===== src/source/soc_pkg.sv =====
/*
  Shared widths, address map and bus types for the SoC fabric.
  All windows must be aligned to a 64-bit word and their word counts be powers of two.
  The exit word sits inside main memory and is also a normal storage word.
*/
package soc_pkg;

  // ----------------------------
  // Widths
  // ----------------------------
  localparam int unsigned AddrWidth  = 32;
  localparam int unsigned DataWidth  = 64;
  localparam int unsigned StrbWidth  = DataWidth / 8;
  localparam int unsigned WordOffset = 3;  // Byte bits inside a word

  // ----------------------------
  // Address map
  // ----------------------------
  localparam logic [AddrWidth-1:0] RomBase    = 32'h0001_0000;
  localparam int unsigned          RomWords   = 16;
  localparam logic [AddrWidth-1:0] DramBase   = 32'h8000_0000;
  localparam int unsigned          DramWords  = 1024;
  localparam logic [AddrWidth-1:0] GpioBase   = 32'h4000_0000;
  localparam logic [AddrWidth-1:0] GpioLength = 32'h0000_1000;
  localparam logic [AddrWidth-1:0] ExitAddr   = DramBase + 32'h0000_1000;

  // Word index widths inside each memory
  localparam int unsigned RomIdxWidth  = $clog2(RomWords);
  localparam int unsigned DramIdxWidth = $clog2(DramWords);

  // ----------------------------
  // Reset and debug
  // ----------------------------
  localparam int unsigned RstSyncStages    = 2;
  localparam int unsigned DebugDelayCycles = 40;  // Short window for simulation
  localparam int unsigned DebugCntWidth    = $clog2(DebugDelayCycles + 1);

  // ----------------------------
  // Bus types
  // ----------------------------
  typedef enum logic [1:0] {
    TgtRom,
    TgtDram,
    TgtErr
  } target_e;

  // One-cycle request strobe with payload
  typedef struct packed {
    logic                 req;
    logic                 we;
    logic [AddrWidth-1:0] addr;
    logic [StrbWidth-1:0] be;
    logic [DataWidth-1:0] wdata;
  } mem_req_t;

  typedef struct packed {
    logic                 valid;
    logic                 err;    // Set for GPIO, unmapped or ROM write
    logic [DataWidth-1:0] rdata;
  } mem_rsp_t;

endpackage


===== src/source/debug_req_gate.sv =====
/*
  Blocks debug requests for a fixed window after power-on reset,
  so boot code can run before the first halt. Runs on power-on reset
  only; a reset request from the debug side does not reopen the window.
*/
module debug_req_gate (
  input  logic clk_i,
  input  logic rst_ni,          // Power-on reset
  input  logic debug_req_i,
  input  logic debug_enable_i,
  output logic debug_req_o
);

  logic [soc_pkg::DebugCntWidth-1:0] cnt_d;
  logic [soc_pkg::DebugCntWidth-1:0] cnt_q;
  logic                              window_open;

  // ----------------------------
  // Hold-off counter
  // ----------------------------
  assign window_open = (cnt_q == '0);
  assign cnt_d       = window_open ? '0 : cnt_q - 1'b1;  // Stops at zero

  always_ff @(posedge clk_i or negedge rst_ni) begin
    if (!rst_ni) begin
      cnt_q <= soc_pkg::DebugCntWidth'(soc_pkg::DebugDelayCycles);
    end else begin
      cnt_q <= cnt_d;
    end
  end

  // Request passes only after the window and when enabled
  assign debug_req_o = window_open & debug_enable_i & debug_req_i;

endmodule


===== config.mk =====
export PLATFORM = sky130hd
export DESIGN_NAME = debug_req_gate
export DESIGN_NICKNAME = d
export VERILOG_FILES = /design/src/source/soc_pkg.sv /design/src/source/debug_req_gate.sv
export SDC_FILE = /design/constraint.sdc
export NUM_CORES = 1
export LEC_CHECK = 0
export ABC_AREA = 1
export BUFFER_PORTS_ARGS = -buffer_cell sky130_fd_sc_hd__buf_2
export CAP_MARGIN = 20
export CORE_AREA = 2 2 39 41
export CTS_BUF_LIST = sky130_fd_sc_hd__clkbuf_8
export DETAILED_ROUTE_END_ITERATION = 12
export DIE_AREA = 0 0 41 43
export PLACE_DENSITY = 0.5
export SLEW_MARGIN = 20
export SYNTH_ARGS = -nofsm -noshare
export SYNTH_HDL_FRONTEND = slang
export SYNTH_SLANG_ARGS = --single-unit

===== constraint.sdc =====
create_clock -name clk_i -period 1.6 [get_ports clk_i]
set_input_delay 0.16 -clock clk_i [delete_from_list [all_inputs] [get_ports clk_i]]
set_output_delay 0.16 -clock clk_i [all_outputs]
set_load 0.05 [all_outputs]

======== Yosys cells after proc, flatten, opt, wreduce, memory -nomap -nowiden ========
Cells that the tools add are included.
cells by class
  add/subtract/negate cells ............... 1
  multiplexer cells ....................... 1
  bitwise gates (word level) .............. 2
  reduce and logical (&&, ||, !) cells .... 1
operators with widths
  cell                                                                count
  6-bit logical NOT                                                   1
  6-bit 2-to-1 mux                                                    1
  6-bit by 1-bit subtractor with 6-bit output, second input constant  1
  1-bit AND                                                           2
storage, ports and cells
  flip-flop bits (word level) ............. 6
  input port bits ......................... 4
  output and inout bits ................... 1
  word-level logic and storage cells ...... 6

======== Depth between registers and ports, before layout ========
  depth after elaboration ................. 3
  gate-level depth with buffers ........... 7
  mapped depth without buffers ............ 7

======== Worst setup path before layout ========
OpenSTA, ideal clock, no wires.
  kind .................................... reg-to-output
  start point ............................. register cnt_q[0] (netlist name)
  end point ............................... output debug_req_o
  arrival time ............................ 1502 ps
  data required time ...................... 1440 ps
  path slack .............................. -62 ps
  stages on the path, launching flop included .. 5
  path buffers ............................ 0
  path through ............................ dfrtp_1 > inv_1 > ha_1 > nand4_4 > nor2_1
between the ends
  longest elaborated chain between the ends .. 3
RTL lines
  what                    RTL line              source
  start, declared         debug_req_gate.sv:15  logic [soc_pkg::DebugCntWidth-1:0] cnt_q;
  start signal, assigned  debug_req_gate.sv:26  cnt_q <= soc_pkg::DebugCntWidth'(soc_pkg::DebugDelayCycles);
  start signal, assigned  debug_req_gate.sv:28  cnt_q <= cnt_d;
  6-bit logical NOT       debug_req_gate.sv:21  assign window_open = (cnt_q == '0);
  1-bit AND (2 in a row)  debug_req_gate.sv:33  assign debug_req_o = window_open & debug_enable_i & debug_req_i;
  end, declared           debug_req_gate.sv:11  output logic debug_req_o
No other way between the ends.

======== Worst setup path after layout ========
  start point ............................. register cnt_q[1] (netlist name)
  end point ............................... output debug_req_o
Same word-level chain as after synthesis.

==> impl_results.md <==
* Startpoint types: flop
* Power per Cell Area at roughly 850 mW/mm2
* Setup bufs post-CTS at 0
* Final HPWL DP at between 400 and 500 um
* Remaining DRCs at 0
* Yosys reg bits at 6
* Final setup fails at 0
* Number of global-route vias before repair at approximately 280
* Gr ovfl total at 0
* Slew Viols, Final at 0
* # clock sinks at 6
* Wirelength per Cell at 8.61 um
* Req. time, crit path at between 1 and 1.5 ns
* Worst hold slack at just under 0.3 ns
* Die Y at around 43 um
* Largest net degree at the start of global routing at 7
* Non-Filler Instances at 70
* Cells after Synth at between 40 and 50
* Initial antenna violation count at 0
* GP Congestion at between 0.7 and 0.8
* Most flop-heavy register: cnt_q
* Clock transition at the registers of the reported paths at approximately 0.040 ns
* Worst skew pair latency at 0.22 ns
* Setup TNS at 0 ns
* Via/cell ratio at approximately 4.0
* Max cap viols at 0
* Fmax at between 0.6 and 0.7 GHz
* Biggest regs: cnt_q: 6 flops
* Worst Path Arrival at around 1.3 ns
* Core Area at roughly 0.0014 mm2
* CTS tree: built
* Worst setup EP type: primary output
* Mapped cell area at about 360 um2
* Total GRT Usage at 9.79%
* Fin crit period at roughly 1.5 ns
* IO Count at 5
* Tightest Pin Transition at 0.206 ns
* Row count at 14
* Nets at 61
* Global-route wire length before repair at approximately 1100 um
* Peak supply drop at 0.000722 V
* Sequential area share after synthesis at 42.7%
* Inserted Diodes at 0
* Share of cells above drive strength 1 at 33.3%
* CTS Buffer Depth at 2
* Critical-path top delay cell: dfrtp_1
* Num CTS Buffers at 3
* Setup CP Type: reg2out
* Hold Violations, Final at 0
* YS warnings at 0
* Drt total wl at 603 um
* Core Util, Final at 33.6%
* Worst Path Max Fanout at 6
* Slew Limit Headroom at between 80% and 90%
* Bufs and invs on worst path at 2
* Root Buffer: clkbuf_8
* Die ar. at about 0.0018 mm2
* Iteration-0 DRC Markers at 8
* Area growth syn-to-layout at 30.1%
* Initial core utilization at roughly a quarter
* Die Wd at approximately 41 um
* Max reg flops at 6
* Period utilisation layout at a little over 90%
* Hold/Removal Path Class: in2async
* DP Cell Count at between 60 and 70
* Critical path's top delay family: flip-flops
* Unrepaired setup endpoints after global routing: no
* Static Leak at approximately 0.27 nW
* Syn_area_per_cell at 8.13 um2
* Final Skew at between 0.002 and 0.003 ns
* Status: completed
* Vias at between 200 and 300
* Syn Nets at 50
* Crit path cell chain: inv_1, ha_1, nand4_4, nor2_2, buf_4
* Slowest Stage Delay on Critical Path at roughly 0.37 ns
* Detail Route Antenna Nets at 0
* Fin worst setup slack at about 0.11 ns
* IO buf count at 4
* First-pass iteration count of the detailed router at 4
* Setup WS pre-CTS at between 0.2 and 0.3 ns
* Distinct cells, synth at 14
* Htree depth at 1
cell type report:
class / count / area, um2
Timing Repair Buffer: 6 / 40.0
Clock buffer: 3 / 41.3
Sequential cell: 6 / 153
Inverter: 11 / 41.3
Tap cell: 16 / 20.0
Clock inverter: 1 / 3.75
Multi-Input combinational cell: 27 / 166
Fill cell: 154 / 918
synth_stat cells:
cell type  number  area, um2
dfrtp_1         4        100
dfstp_2         2       52.6
ha_1            2       25.0
inv_1          10       37.5
inv_2           1       3.75
nand2_1        12       45.0
nand3_1         1       5.00
nand3_2         1       10.0
nand4_1         1       6.26
nand4_4         1       21.3
nor2_1          5       18.8
nor2_2          2       12.5
nor2_4          1       11.3
o21ai_2         1       8.76
stage by stage:
step | instance area (um2) | total power (W)
floorplan | 360 | 0.000161
global placement | 408 | 0.000168
detailed placement | 408 | 0.000169
CTS | 463 | 0.000404
global route | 465 | 0.000422
finish | 465 | 0.000397
cell usage in the layout (no fill, tap or decap):
master | Yosys | final
nand2_1 | 12 | 12
inv_1 | 10 | 11
nor2_1 | 5 | 4
dfrtp_1 | 4 | 4
nor2_2 | 2 | 3
clkbuf_8 | 0 | 3
buf_2 | 0 | 3
ha_1 | 2 | 2
dfstp_2 | 2 | 2
buf_4 | 0 | 2
nor2_4 | 1 | 1
nand3_1 | 1 | 1
nand4_4 | 1 | 1
o21ai_2 | 1 | 1
inv_2 | 1 | 1
nand3_2 | 1 | 1
nand4_1 | 1 | 1
dlygate4sd3_1 | 0 | 1
timing repair:
| item | in CTS | in global routing |
|---|---|---|
| resized for setup | 0 | 2 |
| hold buffers | 1 | 0 |
| endpoints found under the setup margin | 0 | 1 |
| endpoints found under the hold margin | 6 | 0 |
power breakdown:
| group | switching (W) | internal, W | leakage (nW) | total, W |
|---|---|---|---|---|
| Combinational | 0.00000958 | 0.00000671 | 0.170 | 0.0000163 |
| Sequential | 0 | 0.000153 | 0.0765 | 0.000153 |
| Clock | 0.0000636 | 0.000165 | 0.0269 | 0.000228 |
path summary, 6_finish.rpt:
| path | from | to | slack, ns | cells after the start |
|---|---|---|---|---|
| hold / removal | rst_ni | cnt_q[0] | 0.29 | 2 |
| setup / recovery | cnt_q[1] | debug_req_o | 0.11 | 5 |
| setup reg to reg | cnt_q[0] | cnt_q[4] | 0.35 | 8 |
| hold reg to reg | cnt_q[4] | cnt_q[4] | 0.53 | 2 |
| min in group clk_i | cnt_q[4] | cnt_q[4] | 0.53 | 2 |
| max in group asynchronous | rst_ni | cnt_q[5] | 1.08 | 2 |
kinds of logic (layout without fill, tap and decap cells):
kind of cell,after synthesis,count (layout),synth area share (%)
AND/OR/NAND/NOR,24,24,36.4
buffers and inverters,11,21,11.5
flip-flops,6,6,42.7
adder cells (fa/ha/maj),2,2,6.99
AO/OA/AOI/OAI,1,1,2.45
worst reg2reg max path, stage by stage, from the launching register on:
cell	delay (ns)
dfrtp_1	0.35
inv_1	0.08
buf_4	0.14
ha_1	0.17
inv_1	0.04
nor2_1	0.17
nand2_1	0.08
nand2_1	0.06
nand2_1	0.05
routing by layer:
metal / GRT usage [%] / up-vias / share of wire (%) / wire, um
met5: 0 / - / 0 / 0
met4: 2.00 / 0 / 0 / 0
met3: 7.85 / 0 / 2.0 / 12
met2: 13.1 / 3 / 53 / 318
met1: 12.1 / 129 / 45 / 271
li1: - / 150 / - / -
Power figures use the tool's default switching activity.
