File: src/source/soc_pkg.sv
/*
  Shared widths, address map and bus types for the SoC fabric.
  All windows must be aligned to a 64-bit word and their word counts be powers of two.
  The exit word sits inside main memory and is also a normal storage word.
*/
package soc_pkg;

  // ----------------------------
  // Widths
  // ----------------------------
  localparam int unsigned AddrWidth  = 32;
  localparam int unsigned DataWidth  = 64;
  localparam int unsigned StrbWidth  = DataWidth / 8;
  localparam int unsigned WordOffset = 3;  // Byte bits inside a word

  // ----------------------------
  // Address map
  // ----------------------------
  localparam logic [AddrWidth-1:0] RomBase    = 32'h0001_0000;
  localparam int unsigned          RomWords   = 16;
  localparam logic [AddrWidth-1:0] DramBase   = 32'h8000_0000;
  localparam int unsigned          DramWords  = 1024;
  localparam logic [AddrWidth-1:0] GpioBase   = 32'h4000_0000;
  localparam logic [AddrWidth-1:0] GpioLength = 32'h0000_1000;
  localparam logic [AddrWidth-1:0] ExitAddr   = DramBase + 32'h0000_1000;

  // Word index widths inside each memory
  localparam int unsigned RomIdxWidth  = $clog2(RomWords);
  localparam int unsigned DramIdxWidth = $clog2(DramWords);

  // ----------------------------
  // Reset and debug
  // ----------------------------
  localparam int unsigned RstSyncStages    = 2;
  localparam int unsigned DebugDelayCycles = 40;  // Short window for simulation
  localparam int unsigned DebugCntWidth    = $clog2(DebugDelayCycles + 1);

  // ----------------------------
  // Bus types
  // ----------------------------
  typedef enum logic [1:0] {
    TgtRom,
    TgtDram,
    TgtErr
  } target_e;

  // One-cycle request strobe with payload
  typedef struct packed {
    logic                 req;
    logic                 we;
    logic [AddrWidth-1:0] addr;
    logic [StrbWidth-1:0] be;
    logic [DataWidth-1:0] wdata;
  } mem_req_t;

  typedef struct packed {
    logic                 valid;
    logic                 err;    // Set for GPIO, unmapped or ROM write
    logic [DataWidth-1:0] rdata;
  } mem_rsp_t;

endpackage

File: src/source/bus_decoder.sv
/*
  Address decoder for the single request port. Exactly one request may
  be accepted per cycle and every accepted request is answered one cycle
  later. There is no back-pressure. GPIO, unmapped space and ROM writes
  are answered locally with an error and zero data.
*/
module bus_decoder (
  input  logic                          clk_i,
  input  logic                          rst_ni,        // Peripheral reset
  input  soc_pkg::mem_req_t             mem_req_i,
  output soc_pkg::mem_rsp_t             mem_rsp_o,
  output soc_pkg::mem_req_t             rom_req_o,
  input  logic [soc_pkg::DataWidth-1:0] rom_rdata_i,
  output soc_pkg::mem_req_t             dram_req_o,
  input  logic [soc_pkg::DataWidth-1:0] dram_rdata_i
);

  logic             rom_hit;
  logic             dram_hit;
  logic             gpio_hit;
  soc_pkg::target_e tgt;
  logic             accept;

  logic             en_q;     // Port open
  logic             valid_q;  // Response due this cycle
  soc_pkg::target_e tgt_q;

  // ------------------------------
  // Window decode
  // ------------------------------
  assign rom_hit = (mem_req_i.addr >= soc_pkg::RomBase) &&
                   (mem_req_i.addr < soc_pkg::RomBase + soc_pkg::RomWords * soc_pkg::StrbWidth);

  assign dram_hit = (mem_req_i.addr >= soc_pkg::DramBase) &&
                    (mem_req_i.addr < soc_pkg::DramBase + soc_pkg::DramWords * soc_pkg::StrbWidth);

  assign gpio_hit = (mem_req_i.addr >= soc_pkg::GpioBase) &&
                    (mem_req_i.addr < soc_pkg::GpioBase + soc_pkg::GpioLength);

  always_comb begin
    if (gpio_hit) begin
      tgt = soc_pkg::TgtErr;  // No GPIO block behind this window
    end else if (rom_hit) begin
      tgt = mem_req_i.we ? soc_pkg::TgtErr : soc_pkg::TgtRom;
    end else if (dram_hit) begin
      tgt = soc_pkg::TgtDram;
    end else begin
      tgt = soc_pkg::TgtErr;
    end
  end

  // ------------------------------
  // Request steering
  // ------------------------------
  assign accept = mem_req_i.req & en_q;

  always_comb begin
    rom_req_o      = mem_req_i;
    rom_req_o.req  = accept && (tgt == soc_pkg::TgtRom);
    dram_req_o     = mem_req_i;
    dram_req_o.req = accept && (tgt == soc_pkg::TgtDram);
  end

  // Port opens one cycle after the peripheral reset lifts
  always_ff @(posedge clk_i or negedge rst_ni) begin
    if (!rst_ni) begin
      en_q    <= 1'b0;
      valid_q <= 1'b0;
      tgt_q   <= soc_pkg::TgtErr;
    end else begin
      en_q    <= 1'b1;
      valid_q <= accept;
      if (accept) begin
        tgt_q <= tgt;
      end
    end
  end

  // ------------------------------
  // Response mux
  // ------------------------------
  always_comb begin
    mem_rsp_o       = '0;
    mem_rsp_o.valid = valid_q;
    case (tgt_q)
      soc_pkg::TgtRom:  mem_rsp_o.rdata = rom_rdata_i;
      soc_pkg::TgtDram: mem_rsp_o.rdata = dram_rdata_i;
      default:          mem_rsp_o.err   = valid_q;  // Data stays zero
    endcase
  end

endmodule

File: config.mk
export PLATFORM = sky130hd
export DESIGN_NAME = bus_decoder
export DESIGN_NICKNAME = d
export VERILOG_FILES = /design/src/source/soc_pkg.sv /design/src/source/bus_decoder.sv
export SDC_FILE = /design/constraint.sdc
export NUM_CORES = 1
export LEC_CHECK = 0
export BUFFER_PORTS_ARGS = -buffer_cell sky130_fd_sc_hd__buf_2
export CELL_PAD_IN_SITES_DETAIL_PLACEMENT = 2
export CELL_PAD_IN_SITES_GLOBAL_PLACEMENT = 2
export CORE_AREA = 4 4 199 201
export CTS_CLUSTER_DIAMETER = 60
export DETAILED_ROUTE_END_ITERATION = 8
export DIE_AREA = 0 0 203 205
export GPL_TIMING_DRIVEN = 0
export PLACE_DENSITY = 0.59
export SLEW_MARGIN = 20
export SYNTH_ARGS = -nofsm -noshare
export SYNTH_HDL_FRONTEND = slang
export SYNTH_SLANG_ARGS = --single-unit
File: constraint.sdc
create_clock -name clk_i -period 1.5 [get_ports clk_i]
set_input_delay 0.3 -clock clk_i [delete_from_list [all_inputs] [get_ports clk_i]]
set_output_delay 0.3 -clock clk_i [all_outputs]
set_load 0.005 [all_outputs]
# Word-level counts from Yosys, hierarchy flattened
# Cells that the tools add are included.
[word_totals]
out_inout_bits = 278
elab_cells = 26
input_bits = 236
reg_bits = 4
[classes]
muxes = 6
n_lt_le_gt_ge = 6
eq_ne = 2
bitwise = 1
n_reduce_logical = 8
[op_table]
columns = ["operator", "n"]
rows = [
  ["64-bit case mux with 2 select lines", 1],
  ["32-bit by 17-bit >= comparator with 1-bit output (second input constant)", 1],
  ["32-bit by 31-bit >= comparator with 1-bit output (second input constant)", 1],
  ["32-bit >= comparator (second input constant)", 1],
  ["32-bit by 17-bit < comparator with 1-bit output (second input constant)", 1],
  ["32-bit by 31-bit < comparator with 1-bit output (second input constant)", 1],
  ["32-bit < comparator (second input constant)", 1],
  ["2-bit 2-to-1 mux", 4],
  ["1-bit logical AND", 5],
  ["2-bit by 1-bit equality test with 1-bit output (second input constant)", 2],
  ["2-bit zero test", 2],
  ["2-bit OR reduction", 1],
  ["1-bit AND", 1],
  ["1-bit 2-to-1 mux", 1],
]

# Logic depth before layout (Yosys ltp)
# Gate-level depths: netlist of run 1.
[logic_depth]
depth_word = 7
mapped_depth = 4
mapped_depth_nobuf = 3

# Least setup slack after synthesis of run 1
# No wires, ideal clock.
[synth_timing]
path_kind = "reg-to-output"
from = "register tgt_q[1]"
to = "output port mem_rsp_o[10] (netlist bit)"
t_arrival_ps = 1046
stages_incl_launch_ff = 4
t_required_ps = 1200
slack_ps = 154
n_path_buf = 2
path_cell_list = "dfstp_2 -> buf_2 -> clkbuf_1 -> nor2_1"
[synth_rtl]
columns = ["item", "line_no", "source"]
rows = [
  ["from (decl)", "bus_decoder.sv:26", "soc_pkg::target_e tgt_q;"],
  ["from (signal assigned)", "bus_decoder.sv:69", "tgt_q <= soc_pkg::TgtErr;"],
  ["from (signal assigned)", "bus_decoder.sv:74", "tgt_q <= tgt;"],
  ["to (decl)", "bus_decoder.sv:11", "output soc_pkg::mem_rsp_t mem_rsp_o,"],
]

==> results.sh, run 1 <==
export IMPL_status="complete, but fails checks"
export IMPL_violations="setup timing"
export IMPL_power_switching_mw=0.4661
export IMPL_clkTransAtPathRegs_ns=0.03
export IMPL_ys_warn_count=0
export IMPL_crit_type="register to output pin"
export IMPL_arrival_ns=1.40
export IMPL_synth_compound_area_share_pct=0.8997
export IMPL_p_sw_share_pct=27.87
export IMPL_clkLatencyLatePin_ns=0.22
export IMPL_path_max_fanout=7
export IMPL_crit_family="buffers and inverters"
export IMPL_post_dp_hpwl_mm=17.79
export IMPL_cts_sinks=4
export IMPL_crit_path_end_kind="output pin"
export IMPL_p_int_mw=1.206
export IMPL_die_y_um=205
export IMPL_drtIter0Drc=75
export IMPL_vdd_drop_max_v=0.0002565
export IMPL_grt_overflow=0
export IMPL_synthCells=379
export IMPL_cts_root_buf="clkbuf_16"
export IMPL_wl_per_cell_um=14.93
export IMPL_avgSynthCellArea_um2=7.339
export IMPL_rr_startpoint="en_q"
export IMPL_required_ns=1.20
export IMPL_dieArea_mm2=0.04162
export IMPL_core_area_mm2=0.03758
export IMPL_ys_top_cells_by_area="buf_4 (58%), mux2i_1 (23%), nor2_1 (8.9%)"
export IMPL_slowest_delay_ns=0.40
export IMPL_fin_ws_ns=-0.2047
export IMPL_dp_slack_ns=-0.5897
export IMPL_timing_final_hold_violations=0
export IMPL_stdcell_area_mm2=0.006247
export IMPL_drv_slew=0
export IMPL_cp_num_buf_inv=3
export IMPL_ioPinCount=514
export IMPL_start_kind="register"
export IMPL_place_congestion=0.7098
export IMPL_power_frac_clock_pct=25.5
export IMPL_fin_util_pct=16.63
export IMPL_grt_pass1_wl_mm=27.99
export IMPL_setup_violations=66
export IMPL_max_cap_viol_count=0
export IMPL_syn_cell_area_mm2=0.002781
export IMPL_die_w_um=203
export IMPL_synth_edff_count=0
export IMPL_antenna_left=0
export IMPL_placed_cell_area_mm2=0.005593
export IMPL_p_total_mw=1.672
export IMPL_syn_nets=615
export IMPL_nFillCells=4606
export IMPL_synth_top_family_by_area="buffers and inverters"
export IMPL_reg2reg_to="tgt_q[1]"
export IMPL_rsz0062_at_grt="true"
export IMPL_drc=0
export IMPL_synth_xor_area_share_pct=0
export IMPL_synth_largest_area_cell="buf_4"
export IMPL_num_vias=3982
export IMPL_power_per_cell_area_mw_per_mm2=267.7
export IMPL_grt_usage_pct=8.665
export IMPL_first_pass_iters=4
export IMPL_yosys_area_share_adder_pct=0
export IMPL_p_comb_share_pct=67.7
export IMPL_yosysTopAreaCellShare_pct=58.30
export IMPL_syn_to_final_growth_pct=124.6
export IMPL_period_share_pct=113.6
export IMPL_h_tree_depth=1
export IMPL_regToRegSetupSlack_ns=0.22
export IMPL_initial_core_util_pct=7.402
export IMPL_ys_ff_latch=4
export IMPL_totalWireLength_mm=20.07
export IMPL_finClkSkew_ns=0.002470
export IMPL_whs_ns=0.4177
export IMPL_ys_seq_area_share_pct=3.644
export IMPL_port_buffers=434
export IMPL_synthSimpleGateAreaFrac_pct=12.51
export IMPL_cts_tree="built"
export IMPL_critPathSlowestCell="dfrtp_2"
export IMPL_synth_flop_cell="dfrtp_1"
export IMPL_antenna_cells=0
export IMPL_finalCriticalPeriod_ns=1.705
export IMPL_layout_commonest_cell="buf_2"
export IMPL_holdCritPathClass="primary input to asynchronous set/reset pin"
export IMPL_synth_mux_area_share_pct=23.03
export IMPL_seqPwrFrac_pct=6.7
export IMPL_async_flop_share_pct=100.0
export IMPL_fin_nets=1070
export IMPL_grt_max_degree=11
export IMPL_std_cell_rows=71
export IMPL_drive_above_1_share_pct=84.15
export IMPL_rr_worst_depth=4
export IMPL_clockBufferDepth=2
export IMPL_cp_cell_sequence="buf_12 > buf_16 > mux2i_4 > nor2_1 > buf_2"
export IMPL_cts_buffers_inserted=3
export IMPL_p_leak_nw=3.419
export IMPL_synth_cell_types=20
export IMPL_grt_pass1_vias=4465
export IMPL_layout_cells_most_common_list="buf_2 (426), buf_4 (217), nor2_1 (66)"
export IMPL_routed_via_density=2.963
export IMPL_antenna_found_initial=0
export IMPL_max_clock_freq_ghz=0.5866
## registers in the layout, summed over array words and instances, names as in the netlist
name / count
en_q: 1
tgt_q: 2
valid_q: 1
## worst reg2reg max path: stages (launching register included)
cell	delay, ns
dfrtp_1	0.30
and2_2	0.21
nand3_2	0.13
buf_4	0.17
o32a_1	0.37
## synthesized netlist by cell type (2+ instances only)
| master | n |
|---|---|
| buf_4 | 216 |
| nor2_1 | 66 |
| mux2i_1 | 64 |
| clkbuf_1 | 6 |
| buf_2 | 3 |
| dfrtp_1 | 3 |
| nand3_1 | 3 |
| nor3_1 | 3 |
| and2_1 | 2 |
| nor4_1 | 2 |
| nor4_2 | 2 |
## through the flow
step | cells | TNS (ns)
final | 1344 | -8.199
after global routing | 1344 | -14.60
after CTS | 1343 | -11.86
after detailed placement | 1324 | -25.66
after global placement | 1324 | -26.32
after floorplan | 379 | 0
## power groups by stage
stage | Sequential [mW] | Clock, mW | Combinational, mW
6_report | 0.113 | 0.427 | 1.13
5_1_grt | 0.113 | 0.450 | 1.24
4_1_cts | 0.113 | 0.437 | 1.15
3_5_place_dp | 0.114 | 0 | 1.10
3_3_place_gp | 0.114 | 0 | 1.08
2_1_floorplan | 0.113 | 0 | 0.521
## cell type report
cell class,instances,area [um2],share of cell area [%]
Sequential cell,4,102.6,1.642
Clock buffer,4,78.83,1.262
Tap cell,511,639.4,10.23
Buffer,224,1808,28.94
Multi-Input combinational cell,149,1165,18.65
Inverter,1,3.754,0.06008
Timing Repair Buffer,451,2450,39.21
## worst max path at each step
stage / end / slack [ns] / start / depth (start not counted)
after floorplan: mem_rsp_o[10] / 0.15 / tgt_q[1] / 3
after global placement: mem_rsp_o[33] / -0.63 / tgt_q[1] / 4
after detailed placement: mem_rsp_o[27] / -0.59 / tgt_q[0] / 5
after CTS: mem_rsp_o[27] / -0.25 / tgt_q[0] / 5
after global routing: mem_rsp_o[3] / -0.31 / tgt_q[0] / 5
final: mem_rsp_o[13] / -0.20 / tgt_q[0] / 5
## routing by layer
| layer | track usage [%] | share of wire [%] |
|---|---|---|
| met1 | 9.942 | 37 |
| met5 | 0 | 0 |
| met3 | 1.931 | 6.8 |
| met4 | 0.8972 | 0.54 |
| met2 | 16.88 | 56 |
## kinds of logic after synthesis
family,Yosys count
compound gates,3
buf+inv,226
mux,64
flops,4
simple gates,81
other cells,1
## timing repair
action                     CTS  global route
setup buffers               11             2
pin swaps                   10             5
hold buffers                 1             0
cloned                       3             2
setup endpoints to repair   68            68
gates resized for setup     82            16
hold endpoints to repair     3             0
Power figures use the tool's default switching activity.
==> inputs of run 2 (changes only) <==
- REMOVE_ABC_BUFFERS: not set -> 1
==> run 2 against run 1 <==
Compared with the run above: the run still ends with setup timing left; critical path type unchanged; hold slack got worse by 0.074 ns; register-to-register slack about the same; die area unchanged; highest routed layer is now met5.
==> results.sh, run 2 (synthesis results as in run 1) <==
export IMPL_fin_util_pct=9.689
export IMPL_antenna_found_initial=3
export IMPL_syn_to_final_growth_pct=30.90
export IMPL_finalCriticalPeriod_ns=1.720
export IMPL_rr_startpoint="en_q"
export IMPL_ioPinCount=514
export IMPL_cts_sinks=4
export IMPL_holdCritPathClass="primary input to register"
export IMPL_die_y_um=205
export IMPL_grt_usage_pct=13.11
export IMPL_antenna_left=0
export IMPL_top_regs="tgt_q (2), en_q (1), valid_q (1)"
export IMPL_fin_nets=689
export IMPL_post_dp_hpwl_mm=26.04
export IMPL_first_pass_iters=4
export IMPL_crit_path_end_kind="output pin"
export IMPL_p_leak_nw=1.675
export IMPL_whs_ns=0.3439
export IMPL_violations="setup timing"
export IMPL_drc=0
export IMPL_cts_tree="built"
export IMPL_drv_slew=0
export IMPL_start_kind="register"
export IMPL_timing_final_hold_violations=0
export IMPL_clkLatencyLatePin_ns=0.23
export IMPL_std_cell_rows=71
export IMPL_grtUsageMet1_pct=10.54
export IMPL_rsz0062_at_grt="true"
export IMPL_h_tree_depth=1
export IMPL_status="complete, but fails checks"
export IMPL_wl_per_cell_um=30.45
export IMPL_layout_commonest_cell="buf_2"
export IMPL_place_congestion=0.8207
export IMPL_dieArea_mm2=0.04162
export IMPL_vdd_drop_max_v=0.0004306
export IMPL_crit_path_start="tgt_q[0]"
export IMPL_core_area_mm2=0.03758
export IMPL_max_cap_viol_count=0
export IMPL_required_ns=1.20
export IMPL_largest_register="tgt_q"
export IMPL_period_share_pct=114.6
export IMPL_finClkSkew_ns=0.001552
export IMPL_power_per_cell_area_mw_per_mm2=274.9
export IMPL_num_vias=2990
export IMPL_hold_start="mem_req_i[105]"
export IMPL_setup_violations=65
export IMPL_layout_cells_most_common_list="buf_2 (269), nor2_1 (66), mux2i_1 (61)"
export IMPL_drtIter0Drc=142
export IMPL_die_w_um=203
export IMPL_largest_register_ffs=2
export IMPL_grt_pass1_vias=3175
export IMPL_crit_type="register to output pin"
export IMPL_port_buffers=276
export IMPL_cts_buffers_inserted=3
export IMPL_path_max_fanout=8
export IMPL_grt_max_degree=37
export IMPL_totalWireLength_mm=29.32
export IMPL_top_usage_layer="met2"
export IMPL_tns_ns=-11.03
export IMPL_initial_core_util_pct=7.402
export IMPL_grtUsageMet3_pct=18.52
export IMPL_clockBufferDepth=2
export IMPL_fin_ws_ns=-0.2197
export IMPL_nFillCells=4545
export IMPL_cts_root_buf="clkbuf_16"
export IMPL_arrival_ns=1.42
export IMPL_grt_pass1_wl_mm=35.74
export IMPL_drive_above_1_share_pct=69.25
export IMPL_max_clock_freq_ghz=0.5815
export IMPL_antenna_cells=0
export IMPL_routed_via_density=3.105
export IMPL_clkTransAtPathRegs_ns=0.03
export IMPL_grtUsageMet2_pct=18.64
export IMPL_grt_overflow=0
[run 2: changes by cell type in the layout (fill, tap and decap cells not counted), sizes merged]
cell,previous run,this run
buf,666,293
clkbuf,12,4
[run 2: worst max-delay path, cell delays in order, from the launching register on]
cell	delay (ns)
dfrtp_4	0.50
buf_12	0.17
buf_12	0.15
mux2i_2	0.18
nor2_1	0.05
buf_2	0.13
[run 2: metal layers]
| layer | part of all wire [%] | up-vias | wire (um) |
|---|---|---|---|
| met1 | 28 | 1296 | 8339 |
| met2 | 40 | 513 | 11840 |
| li1 | - | 1155 | - |
| met3 | 30 | 18 | 8668 |
| met4 | 0.51 | 8 | 150 |
| met5 | 1.1 | - | 324 |
[run 2: final cells by class]
cell class / count / area, um2 / share of cell area [%]
multi-input combinational: 149 / 1117 / 30.69
clock buffer: 4 / 78.83 / 2.165
tap: 511 / 639.4 / 17.56
timing repair buffer: 294 / 1693 / 46.49
sequential: 4 / 108.9 / 2.990
inverter: 1 / 3.754 / 0.1031
[run 2: per-stage QoR]
| stage | cell area, um2 | cells | worst slack [ns] | power, mW |
|---|---|---|---|---|
| 2_1_floorplan | 1122 | 154 | -1.346 | 0.1783 |
| 3_3_place_gp | 3143 | 941 | -2.650 | 0.5177 |
| 3_5_place_dp | 3198 | 943 | -0.4050 | 0.5265 |
| 4_1_cts | 3556 | 960 | -0.2203 | 0.9924 |
| 5_1_grt | 3641 | 963 | -0.2691 | 1.067 |
| 6_report | 3641 | 963 | -0.2197 | 1.001 |
[run 2: timing repair]
item	in CTS	in global routing
hold buffers	1	0
endpoints found under the setup margin	67	67
cloned	1	0
endpoints found under the hold margin	3	0
buffers inserted	11	3
pin swaps	7	11
gates resized for setup	18	18
[run 2: final timing paths]
path | to | cells after the start | slack (ns)
setup / recovery | mem_rsp_o[58] | 5 | -0.22
setup reg to reg | tgt_q[1] | 5 | 0.22
hold reg to reg | valid_q | 1 | 0.53
max in group asynchronous | tgt_q[1] | 2 | 0.88
hold / removal | valid_q | 2 | 0.34
min in group asynchronous | en_q | 2 | 0.42
[run 2: power by group]
| group | switching [mW] | leakage [nW] | internal, mW |
|---|---|---|---|
| Sequential | 0.00149 | 0.0469 | 0.111 |
| Combinational | 0.193 | 1.59 | 0.257 |
| Clock | 0.0866 | 0.0382 | 0.352 |
